===== config.mk =====
export PLATFORM = sky130hd
export DESIGN_NAME = game_core
export DESIGN_NICKNAME = d
export VERILOG_FILES = /design/src/hdl/game_pkg.sv /design/src/hdl/barrier_map.sv /design/src/hdl/sprite_spawner.sv /design/src/hdl/sprite_mover.sv /design/src/hdl/hit_detector.sv /design/src/hdl/game_core.sv
export SDC_FILE = /design/constraint.sdc
export NUM_CORES = 1
export LEC_CHECK = 0
export BUFFER_PORTS_ARGS = -buffer_cell sky130_fd_sc_hd__buf_2
export CELL_PAD_IN_SITES_DETAIL_PLACEMENT = 1
export CELL_PAD_IN_SITES_GLOBAL_PLACEMENT = 2
export CORE_ASPECT_RATIO = 0.5
export CORE_MARGIN = 10
export CORE_UTILIZATION = 33
export DETAILED_ROUTE_END_ITERATION = 8
export PLACE_DENSITY = 0.85
export SLEW_MARGIN = 40
export SYNTH_ARGS = -nofsm -noshare
export SYNTH_HDL_FRONTEND = slang
export SYNTH_SLANG_ARGS = --single-unit

===== constraint.sdc =====
create_clock -name clk -period 3.5 [get_ports clk]
set_input_delay 0.525 -clock clk [delete_from_list [all_inputs] [get_ports clk]]
set_output_delay 0.525 -clock clk [all_outputs]
set_load 0.05 [all_outputs]

===== src/hdl/game_pkg.sv =====
`default_nettype none

package game_pkg;

    // Playfield geometry
    localparam int GRID_ROWS  = 15;
    localparam int GRID_COLS  = 20;
    localparam int GRID_CELLS = 300;

    typedef logic [3:0] level_t;
    typedef logic [1:0] cell_t;
    typedef logic [3:0] row_t;
    typedef logic [4:0] col_t;
    // Row-major index, row * 20 + col
    typedef logic [8:0] cell_idx_t;
    // Heading, clockwise turn is +1 mod 4
    typedef logic [1:0] dir_t;
    typedef logic [7:0] count_t;

    localparam cell_t CELL_BARRIER = 2'd1;

    localparam dir_t DIR_UP    = 2'd0;
    localparam dir_t DIR_RIGHT = 2'd1;
    localparam dir_t DIR_DOWN  = 2'd2;
    localparam dir_t DIR_LEFT  = 2'd3;

    // Cell (0,0) is top-left
    typedef cell_t [0:GRID_ROWS-1][0:GRID_COLS-1] barrier_map_t;

    typedef struct packed {
        logic alive;
        row_t row;
        col_t col;
        dir_t dir;
    } sprite_t;

    typedef struct packed {
        logic valid;
        row_t row;
        col_t col;
        dir_t dir;
    } spawn_t;

    typedef enum logic [1:0] {
        SPAWN_IDLE,
        SPAWN_SCAN,
        SPAWN_DONE
    } spawn_state_t;

endpackage

`default_nettype wire


===== src/hdl/barrier_map.sv =====
`timescale 1ns/100ps
`default_nettype none

module barrier_map (
    input  wire game_pkg::level_t   level,
    output game_pkg::barrier_map_t  map
);

    // One bit per cell, column 0 is the leftmost bit
    typedef logic [0:game_pkg::GRID_COLS-1] row_mask_t;
    typedef row_mask_t [0:game_pkg::GRID_ROWS-1] level_mask_t;

    // Level 1 has the corner block and the center block
    localparam level_mask_t MASK_LEVEL1 = {
        20'b1000_0000_0000_0000_0000,
        20'b0000_0000_0000_0000_0000,
        20'b0000_0000_0000_0000_0000,
        20'b0000_0000_0000_0000_0000,
        20'b0000_0000_0000_0000_0000,
        20'b0000_0000_0000_0000_0000,
        20'b0000_0000_0000_0000_0000,
        20'b0000_0001_0000_0000_0000,
        20'b0000_0000_0000_0000_0000,
        20'b0000_0000_0000_0000_0000,
        20'b0000_0000_0000_0000_0000,
        20'b0000_0000_0000_0000_0000,
        20'b0000_0000_0000_0000_0000,
        20'b0000_0000_0000_0000_0000,
        20'b0000_0000_0000_0000_0000
    };

    // Level 2 adds two short walls in columns 3 and 16
    localparam level_mask_t MASK_LEVEL2 = {
        20'b0000_0000_0000_0000_0000,
        20'b0000_0000_0000_0000_0000,
        20'b0000_0000_0000_0000_0000,
        20'b0000_0000_0000_0000_0000,
        20'b0001_0000_0000_0000_1000,
        20'b0001_0000_0000_0000_1000,
        20'b0001_0000_0000_0000_1000,
        20'b0001_0001_0000_0000_1000,
        20'b0000_0000_0000_0000_0000,
        20'b0000_0000_0000_0000_0000,
        20'b0000_0000_0000_0000_0000,
        20'b0000_0000_0000_0000_0000,
        20'b0000_0000_0000_0000_0000,
        20'b0000_0000_0000_0000_0000,
        20'b0000_0000_0000_0000_0000
    };

    // Any other level keeps only the center block
    localparam level_mask_t MASK_DEFAULT = {
        20'b0000_0000_0000_0000_0000,
        20'b0000_0000_0000_0000_0000,
        20'b0000_0000_0000_0000_0000,
        20'b0000_0000_0000_0000_0000,
        20'b0000_0000_0000_0000_0000,
        20'b0000_0000_0000_0000_0000,
        20'b0000_0000_0000_0000_0000,
        20'b0000_0001_0000_0000_0000,
        20'b0000_0000_0000_0000_0000,
        20'b0000_0000_0000_0000_0000,
        20'b0000_0000_0000_0000_0000,
        20'b0000_0000_0000_0000_0000,
        20'b0000_0000_0000_0000_0000,
        20'b0000_0000_0000_0000_0000,
        20'b0000_0000_0000_0000_0000
    };

    level_mask_t mask;

    // Level select
    always_comb begin
        case (level)
            4'd1:    mask = MASK_LEVEL1;
            4'd2:    mask = MASK_LEVEL2;
            default: mask = MASK_DEFAULT;
        endcase
    end

    // Expand mask bits to 2-bit cell codes
    always_comb begin
        for (int r = 0; r < game_pkg::GRID_ROWS; r++) begin
            for (int c = 0; c < game_pkg::GRID_COLS; c++) begin
                map[r][c] = mask[r][c] ? game_pkg::CELL_BARRIER : '0;
            end
        end
    end

endmodule

`default_nettype wire


===== src/hdl/sprite_spawner.sv =====
`timescale 1ns/100ps
`default_nettype none

module sprite_spawner #(
    parameter int                  NUM_SPRITES  = 4,
    parameter game_pkg::cell_idx_t SPAWN_STRIDE = 9'd37
) (
    input  wire                                 clk,
    input  wire                                 rst,
    input  wire game_pkg::level_t               level_sel,
    input  wire                                 level_start,
    input  wire game_pkg::barrier_map_t         map,
    output game_pkg::level_t                    level,
    output game_pkg::spawn_t [NUM_SPRITES-1:0]  spawns,
    output logic                                spawn_done
);

    localparam int SPRITE_W = (NUM_SPRITES > 1) ? $clog2(NUM_SPRITES) : 1;

    game_pkg::spawn_state_t state;
    logic [SPRITE_W-1:0]    sprite_idx;
    logic [SPRITE_W-1:0]    next_sprite;
    logic                   last_sprite;

    // Scan position, index plus running row and column
    game_pkg::cell_idx_t scan_idx;
    game_pkg::row_t      scan_row;
    game_pkg::col_t      scan_col;

    // Per-sprite start cell and heading, fixed at elaboration
    game_pkg::cell_idx_t [NUM_SPRITES-1:0] start_idx;
    game_pkg::row_t      [NUM_SPRITES-1:0] start_row;
    game_pkg::col_t      [NUM_SPRITES-1:0] start_col;
    game_pkg::dir_t      [NUM_SPRITES-1:0] start_dir;

    for (genvar g = 0; g < NUM_SPRITES; g++) begin : g_start
        localparam int START = (g * SPAWN_STRIDE) % game_pkg::GRID_CELLS;
        assign start_idx[g] = game_pkg::cell_idx_t'(START);
        assign start_row[g] = game_pkg::row_t'(START / game_pkg::GRID_COLS);
        assign start_col[g] = game_pkg::col_t'(START % game_pkg::GRID_COLS);
        assign start_dir[g] = game_pkg::dir_t'(g % 4);
    end

    assign next_sprite = sprite_idx + SPRITE_W'(1);
    assign last_sprite = (sprite_idx == SPRITE_W'(NUM_SPRITES - 1));

    always_ff @(posedge clk) begin
        if (rst) begin
            state      <= game_pkg::SPAWN_IDLE;
            level      <= '0;
            spawn_done <= 1'b0;
            sprite_idx <= '0;
            scan_idx   <= '0;
            scan_row   <= '0;
            scan_col   <= '0;
            spawns     <= '0;
        end else begin
            // Spawn strobes last one cycle
            for (int k = 0; k < NUM_SPRITES; k++) begin
                spawns[k].valid <= 1'b0;
            end
            if (level_start) begin
                // New level, restart from sprite 0
                level      <= level_sel;
                spawn_done <= 1'b0;
                state      <= game_pkg::SPAWN_SCAN;
                sprite_idx <= '0;
                scan_idx   <= start_idx[0];
                scan_row   <= start_row[0];
                scan_col   <= start_col[0];
            end else begin
                case (state)
                    game_pkg::SPAWN_SCAN: begin
                        if (map[scan_row][scan_col] != game_pkg::CELL_BARRIER) begin
                            // Free cell found
                            spawns[sprite_idx] <= '{valid: 1'b1, row: scan_row,
                                                    col: scan_col,
                                                    dir: start_dir[sprite_idx]};
                            if (last_sprite) begin
                                state <= game_pkg::SPAWN_DONE;
                            end else begin
                                sprite_idx <= next_sprite;
                                scan_idx   <= start_idx[next_sprite];
                                scan_row   <= start_row[next_sprite];
                                scan_col   <= start_col[next_sprite];
                            end
                        end else if (scan_idx == game_pkg::cell_idx_t'(game_pkg::GRID_CELLS - 1)) begin
                            // Wrap from the last cell to the first
                            scan_idx <= '0;
                            scan_row <= '0;
                            scan_col <= '0;
                        end else if (scan_col == game_pkg::col_t'(game_pkg::GRID_COLS - 1)) begin
                            scan_idx <= scan_idx + 9'd1;
                            scan_row <= scan_row + 4'd1;
                            scan_col <= '0;
                        end else begin
                            scan_idx <= scan_idx + 9'd1;
                            scan_col <= scan_col + 5'd1;
                        end
                    end
                    game_pkg::SPAWN_DONE: begin
                        // One cycle after the last strobe
                        spawn_done <= 1'b1;
                        state      <= game_pkg::SPAWN_IDLE;
                    end
                    default: begin
                        state <= game_pkg::SPAWN_IDLE;
                    end
                endcase
            end
        end
    end

endmodule

`default_nettype wire


===== src/hdl/sprite_mover.sv =====
`timescale 1ns/100ps
`default_nettype none

module sprite_mover (
    input  wire                          clk,
    input  wire                          rst,
    input  wire game_pkg::spawn_t        spawn,
    input  wire                          move_tick,
    input  wire                          kill,
    input  wire game_pkg::barrier_map_t  map,
    output game_pkg::sprite_t            sprite
);

    game_pkg::row_t next_row;
    game_pkg::col_t next_col;
    logic           off_grid;
    logic           blocked;

    // Neighbor cell in the current heading
    always_comb begin
        next_row = sprite.row;
        next_col = sprite.col;
        off_grid = 1'b0;
        case (sprite.dir)
            game_pkg::DIR_UP: begin
                if (sprite.row == '0) off_grid = 1'b1;
                else next_row = sprite.row - 4'd1;
            end
            game_pkg::DIR_RIGHT: begin
                if (sprite.col == game_pkg::col_t'(game_pkg::GRID_COLS - 1)) off_grid = 1'b1;
                else next_col = sprite.col + 5'd1;
            end
            game_pkg::DIR_DOWN: begin
                if (sprite.row == game_pkg::row_t'(game_pkg::GRID_ROWS - 1)) off_grid = 1'b1;
                else next_row = sprite.row + 4'd1;
            end
            default: begin
                // Heading left
                if (sprite.col == '0) off_grid = 1'b1;
                else next_col = sprite.col - 5'd1;
            end
        endcase
        // Edge or barrier ahead means turn
        blocked = off_grid || (map[next_row][next_col] == game_pkg::CELL_BARRIER);
    end

    always_ff @(posedge clk) begin
        if (rst) begin
            sprite <= '0;
        end else if (spawn.valid) begin
            // Respawn wins over a stale kill
            sprite.alive <= 1'b1;
            sprite.row   <= spawn.row;
            sprite.col   <= spawn.col;
            sprite.dir   <= spawn.dir;
        end else if (kill) begin
            sprite.alive <= 1'b0;
        end else if (move_tick && sprite.alive) begin
            if (blocked) begin
                // Clockwise turn in place
                sprite.dir <= sprite.dir + 2'd1;
            end else begin
                sprite.row <= next_row;
                sprite.col <= next_col;
            end
        end
    end

endmodule

`default_nettype wire


===== src/hdl/hit_detector.sv =====
`timescale 1ns/100ps
`default_nettype none

module hit_detector #(
    parameter int NUM_SPRITES = 4
) (
    input  wire                                      clk,
    input  wire                                      rst,
    input  wire                                      level_start,
    input  wire game_pkg::sprite_t [NUM_SPRITES-1:0] sprites,
    input  wire game_pkg::row_t                      player_row,
    input  wire game_pkg::col_t                      player_col,
    input  wire game_pkg::barrier_map_t              map,
    output logic [NUM_SPRITES-1:0]                   kill,
    output logic                                     hit,
    output game_pkg::count_t                         hit_count,
    output game_pkg::count_t                         alive_count,
    output logic                                     player_blocked
);

    logic [NUM_SPRITES-1:0] touch;
    game_pkg::count_t       touch_num;
    game_pkg::count_t       alive_num;
    logic [8:0]             hit_sum;

    // Parallel compare against the player cell
    always_comb begin
        touch_num = '0;
        alive_num = '0;
        for (int i = 0; i < NUM_SPRITES; i++) begin
            // Skip sprites already being killed
            touch[i] = sprites[i].alive && !kill[i] &&
                       (sprites[i].row == player_row) && (sprites[i].col == player_col);
            touch_num = touch_num + game_pkg::count_t'(touch[i]);
            alive_num = alive_num + game_pkg::count_t'(sprites[i].alive);
        end
    end

    // Saturating hit total
    assign hit_sum = {1'b0, hit_count} + {1'b0, touch_num};

    always_ff @(posedge clk) begin
        if (rst) begin
            kill        <= '0;
            hit         <= 1'b0;
            hit_count   <= '0;
            alive_count <= '0;
        end else begin
            kill        <= touch;
            hit         <= |touch;
            alive_count <= alive_num;
            if (level_start) hit_count <= '0;
            else hit_count <= hit_sum[8] ? 8'hff : hit_sum[7:0];
        end
    end

    assign player_blocked = (map[player_row][player_col] == game_pkg::CELL_BARRIER);

endmodule

`default_nettype wire


===== src/hdl/game_core.sv =====
`timescale 1ns/100ps
`default_nettype none

module game_core #(
    parameter int                  NUM_SPRITES  = 4,
    parameter game_pkg::cell_idx_t SPAWN_STRIDE = 9'd37
) (
    input  wire                                  clk,
    input  wire                                  rst,
    input  wire game_pkg::level_t                level_sel,
    input  wire                                  level_start,
    input  wire                                  move_tick,
    input  wire game_pkg::row_t                  player_row,
    input  wire game_pkg::col_t                  player_col,
    output game_pkg::sprite_t [NUM_SPRITES-1:0]  sprites,
    output logic                                 spawn_done,
    output logic                                 player_blocked,
    output logic                                 hit,
    output game_pkg::count_t                     hit_count,
    output game_pkg::count_t                     alive_count
);

    game_pkg::level_t                   level;
    game_pkg::barrier_map_t             map;
    game_pkg::spawn_t [NUM_SPRITES-1:0] spawns;
    logic [NUM_SPRITES-1:0]             kill;

    // Map for the latched level
    barrier_map u_barrier_map (
        .level (level),
        .map   (map)
    );

    sprite_spawner #(
        .NUM_SPRITES  (NUM_SPRITES),
        .SPAWN_STRIDE (SPAWN_STRIDE)
    ) u_sprite_spawner (
        .clk         (clk),
        .rst         (rst),
        .level_sel   (level_sel),
        .level_start (level_start),
        .map         (map),
        .level       (level),
        .spawns      (spawns),
        .spawn_done  (spawn_done)
    );

    // One mover per sprite
    for (genvar g = 0; g < NUM_SPRITES; g++) begin : g_mover
        sprite_mover u_sprite_mover (
            .clk       (clk),
            .rst       (rst),
            .spawn     (spawns[g]),
            .move_tick (move_tick),
            .kill      (kill[g]),
            .map       (map),
            .sprite    (sprites[g])
        );
    end

    hit_detector #(
        .NUM_SPRITES (NUM_SPRITES)
    ) u_hit_detector (
        .clk            (clk),
        .rst            (rst),
        .level_start    (level_start),
        .sprites        (sprites),
        .player_row     (player_row),
        .player_col     (player_col),
        .map            (map),
        .kill           (kill),
        .hit            (hit),
        .hit_count      (hit_count),
        .alive_count    (alive_count),
        .player_blocked (player_blocked)
    );

endmodule

`default_nettype wire


==> results.txt <==
Final setup viols: 0
DR DRC count: 0
Fmax: 303 MHz
Yosys reg bits: 139
Worst setup slack after layout: 199 ps
# rows: 44
DRT iter0 DRCs: 622
Post-Synthesis Cells: 1,207
Die Width: 262 um
Startpoint types: flip-flop
GRT overflow: 0
I/O pin total: 84
Largest net degree at the start of global routing: 63
Final min period: 3300 ps
Critical path arrival: 3610 ps
Height of the die: 141 um
WL final: 34,100 um
Worst setup EP type: flip-flop
WS Path Type: flip-flop to flip-flop
Multi-input logic area: 6350 um^2
GRT Total Usage: 17.8%
Core area: 29,000 um^2
Hold Fails Final Rpt: 0
Clock Root Buffer: clkbuf_16
Total negative slack: 0 ps
Final worst path period share: 94.3%
Max cap viols: 0
Longest Clk Path Bufs: 2
Layout cells sized above 1: 17.7%
Count of buffers from port buffering: 78
Worst-path fanout max: 3
Sequential element share of the synthesized area: 28.7%
H-Tree Depth: 4
First-pass GRT wire length: 54,100 um
Ys Warns: 0
Status: complete, no violations
Mean post-synth cell area: 8.03 um^2
Rel. slew slack: 40.7%
Worst endpoint required time: 3810 ps
Filler cell count: 3,502
Register area: 2790 um^2
Worst Tran Pin Value: 888 ps
Fin. max-slew vios: 0
Antenna-violating nets left: 0
Skew final: 7.65 ps
Num CTS Buffers: 17
Cell variety after synth: 95
Die Area: 37,000 um^2
Worst hold path class: input port to flip-flop
CTS tree: yes
Worst skew pair latency: 430 ps
Number of synthesized flops with an enable pin: 0
Pre-antenna DRT Iters: 5
Max VDD drop: 0.269 mV
Clk sinks: 139
Reg clk slew, reported paths: 70 ps
Main synth FF type: dfxtp_1
Worst hold slack: 349 ps
Number of nets in the layout: 1,357
Pleak: 0.00467 uW
Initial core utilization: 33.5%
Pre-CTS WS: -203 ps
PwrDens: 336 nW/um^2
Vias in the first global route: 9,605
Synth async-reset ratio: 0%
RePlAce Congestion: 0.846
Routed len/inst: 20.2 um
Power, Total: 3830 uW
Antenna violations before repair: 2
Vias/cell: 5.57
Synth-to-Final Area Change: 17.5%
Vias after detailed routing: 9,399
Hold Buf Count CTS: 0
Dpl hpwl: 24,800 um
Cell Area, Synth: 9690 um^2
==> synth_stat cells (all sizes together), types with 8 or more instances <==
library cell,instances,area share [%]
nor4,16,1.0
a31oi,14,0.90
inv,64,2.5
o31ai,12,0.93
o22ai,15,0.97
nor3b,8,0.62
xor2,36,3.3
nand4,14,0.90
a211oi,18,1.5
clkbuf,66,2.6
o21a,8,0.62
mux2i,68,7.0
nand3,35,1.8
a21o,9,0.70
nor4b,14,1.5
buf,28,1.7
nor2,139,5.4
nor3,29,1.6
a21oi,69,3.6
nand2,66,2.6
nand2b,16,1.0
dfxtp,139,29
nor2b,26,1.7
o21ai,69,3.6
o41ai,13,1.3
ha,57,7.4
xnor2,16,1.4
==> logic make-up (layout without fill, tap and decap cells) <==
| kind of cell | after synthesis | in the layout | synth area share (%) |
|---|---|---|---|
| AND/OR/NAND/NOR | 417 | 417 | 22.8 |
| other | 1 | 8 | 0.0387 |
| multiplexers | 70 | 70 | 7.25 |
| AO/OA/AOI/OAI | 309 | 309 | 21.7 |
| adder cells (fa/ha/maj) | 60 | 60 | 7.98 |
| XOR/XNOR | 52 | 52 | 4.70 |
| flip-flops | 139 | 139 | 28.7 |
| buffers and inverters | 159 | 241 | 6.82 |
==> worst max-delay path, cell delays in order (launching register included) <==
cell and delay, ps:
dfxtp_1 340, xor2_1 170, nor4_2 300, nand4_1 160, ha_1 310, inv_1 50, fa_1 600, inv_1 70
ha_1 210, fa_1 440, a21o_1 220, nand2_1 80, xor2_1 140, a21oi_1 80
==> layer usage <==
metal  up-vias  wire length (um)  track usage, %
li1       4499                 -               -
met3        30              1320            3.70
met4         0               420            3.48
met1      4697             16400            23.1
met5         -                 0               0
met2       173             16000            30.0
==> power by group <==
group,leakage (uW),switching [uW],internal (uW)
Clock,0.000285,781,1130
Sequential,0.00113,30.3,1600
Combinational,0.00325,190,98.3
Total,0.00467,1000,2830
==> worst paths after layout <==
kind / startpoint / end / slack, ps / depth (start not counted)
min reg2reg: u_sprite_spawner.spawns[0]$_SDFFE_PP0P_ / g_mover[0].u_sprite_mover.sprite[0]$_SDFFE_PP0P_ / 490 / 2
max: g_mover[0].u_sprite_mover.sprite[5]$_SDFFE_PP0P_ / u_hit_detector.hit_count[4]$_SDFF_PP0_ / 200 / 13
min: level_sel[1] / u_sprite_spawner.level[1]$_SDFFE_PP0P_ / 350 / 3
max reg2reg: g_mover[0].u_sprite_mover.sprite[5]$_SDFFE_PP0P_ / u_hit_detector.hit_count[4]$_SDFF_PP0_ / 200 / 13
==> through the flow <==
step / instance area, um^2 / util [%] / std cells
floorplan: 9710 / - / 1211
global placement: 10700 / 36.9 / 1652
detailed placement: 10700 / 36.9 / 1652
CTS: 11300 / 39.0 / 1684
global route: 11400 / 39.3 / 1684
finish: 11400 / 39.3 / 1687
==> final cells by class <==
class	instances	area share, %
Clock buffer	17	3.74
Inverter	65	2.14
Tap cell	391	4.30
Clock inverter	15	1.65
Antenna cell	3	0.0659
Timing Repair Buffer	144	7.80
Multi-Input combinational cell	913	55.8
Sequential cell	139	24.5
==> flip-flops by register name (all words and copies together), names as in the netlist <==
signal and cells:
u_sprite_spawner.scan_idx 9, u_sprite_spawner.scan_col 5, u_sprite_spawner.level 4, u_hit_detector.hit 1
u_hit_detector.kill 4, u_hit_detector.alive_count 3, u_sprite_spawner.scan_row 4, u_sprite_spawner.spawn_done 1
u_sprite_spawner.state 2, u_hit_detector.hit_count 8, u_sprite_spawner.sprite_idx 2, g_mover.u_sprite_mover.sprite 48
u_sprite_spawner.spawns 48
==> repair_timing <==
item	CTS	global route
buffers inserted	0	0
gates resized for setup	0	19
setup endpoints to repair	0	27
==> placed cells by master (no fill, tap or decap), types with 6 or more instances in the layout <==
cell type	netlist	final
o22a_1	6	6
nor4_1	16	13
nor2_1	139	139
o21a_1	8	8
buf_2	15	77
xor2_1	36	36
xnor2_1	16	16
nand2_1	65	64
nor4b_1	11	8
o211ai_1	7	7
a22oi_1	6	6
a221o_1	6	6
a31oi_1	14	14
o21ai_0	58	57
o41ai_1	12	10
o22ai_1	15	15
nand4_1	14	14
dfxtp_2	0	8
inv_1	63	63
o21ai_1	9	10
nor3b_1	8	8
a21o_1	9	9
or3_1	7	7
dfxtp_1	139	131
nor3_1	27	27
a211oi_1	16	16
nor2b_1	26	26
buf_4	6	67
clkbuf_16	0	17
nand3_1	35	35
ha_1	57	55
o31ai_1	12	12
mux2i_1	68	68
a21oi_1	68	66
a22o_1	6	6
nand2b_1	16	16
and2_1	7	7
Note: power is estimated with default switching activity, not from simulation.
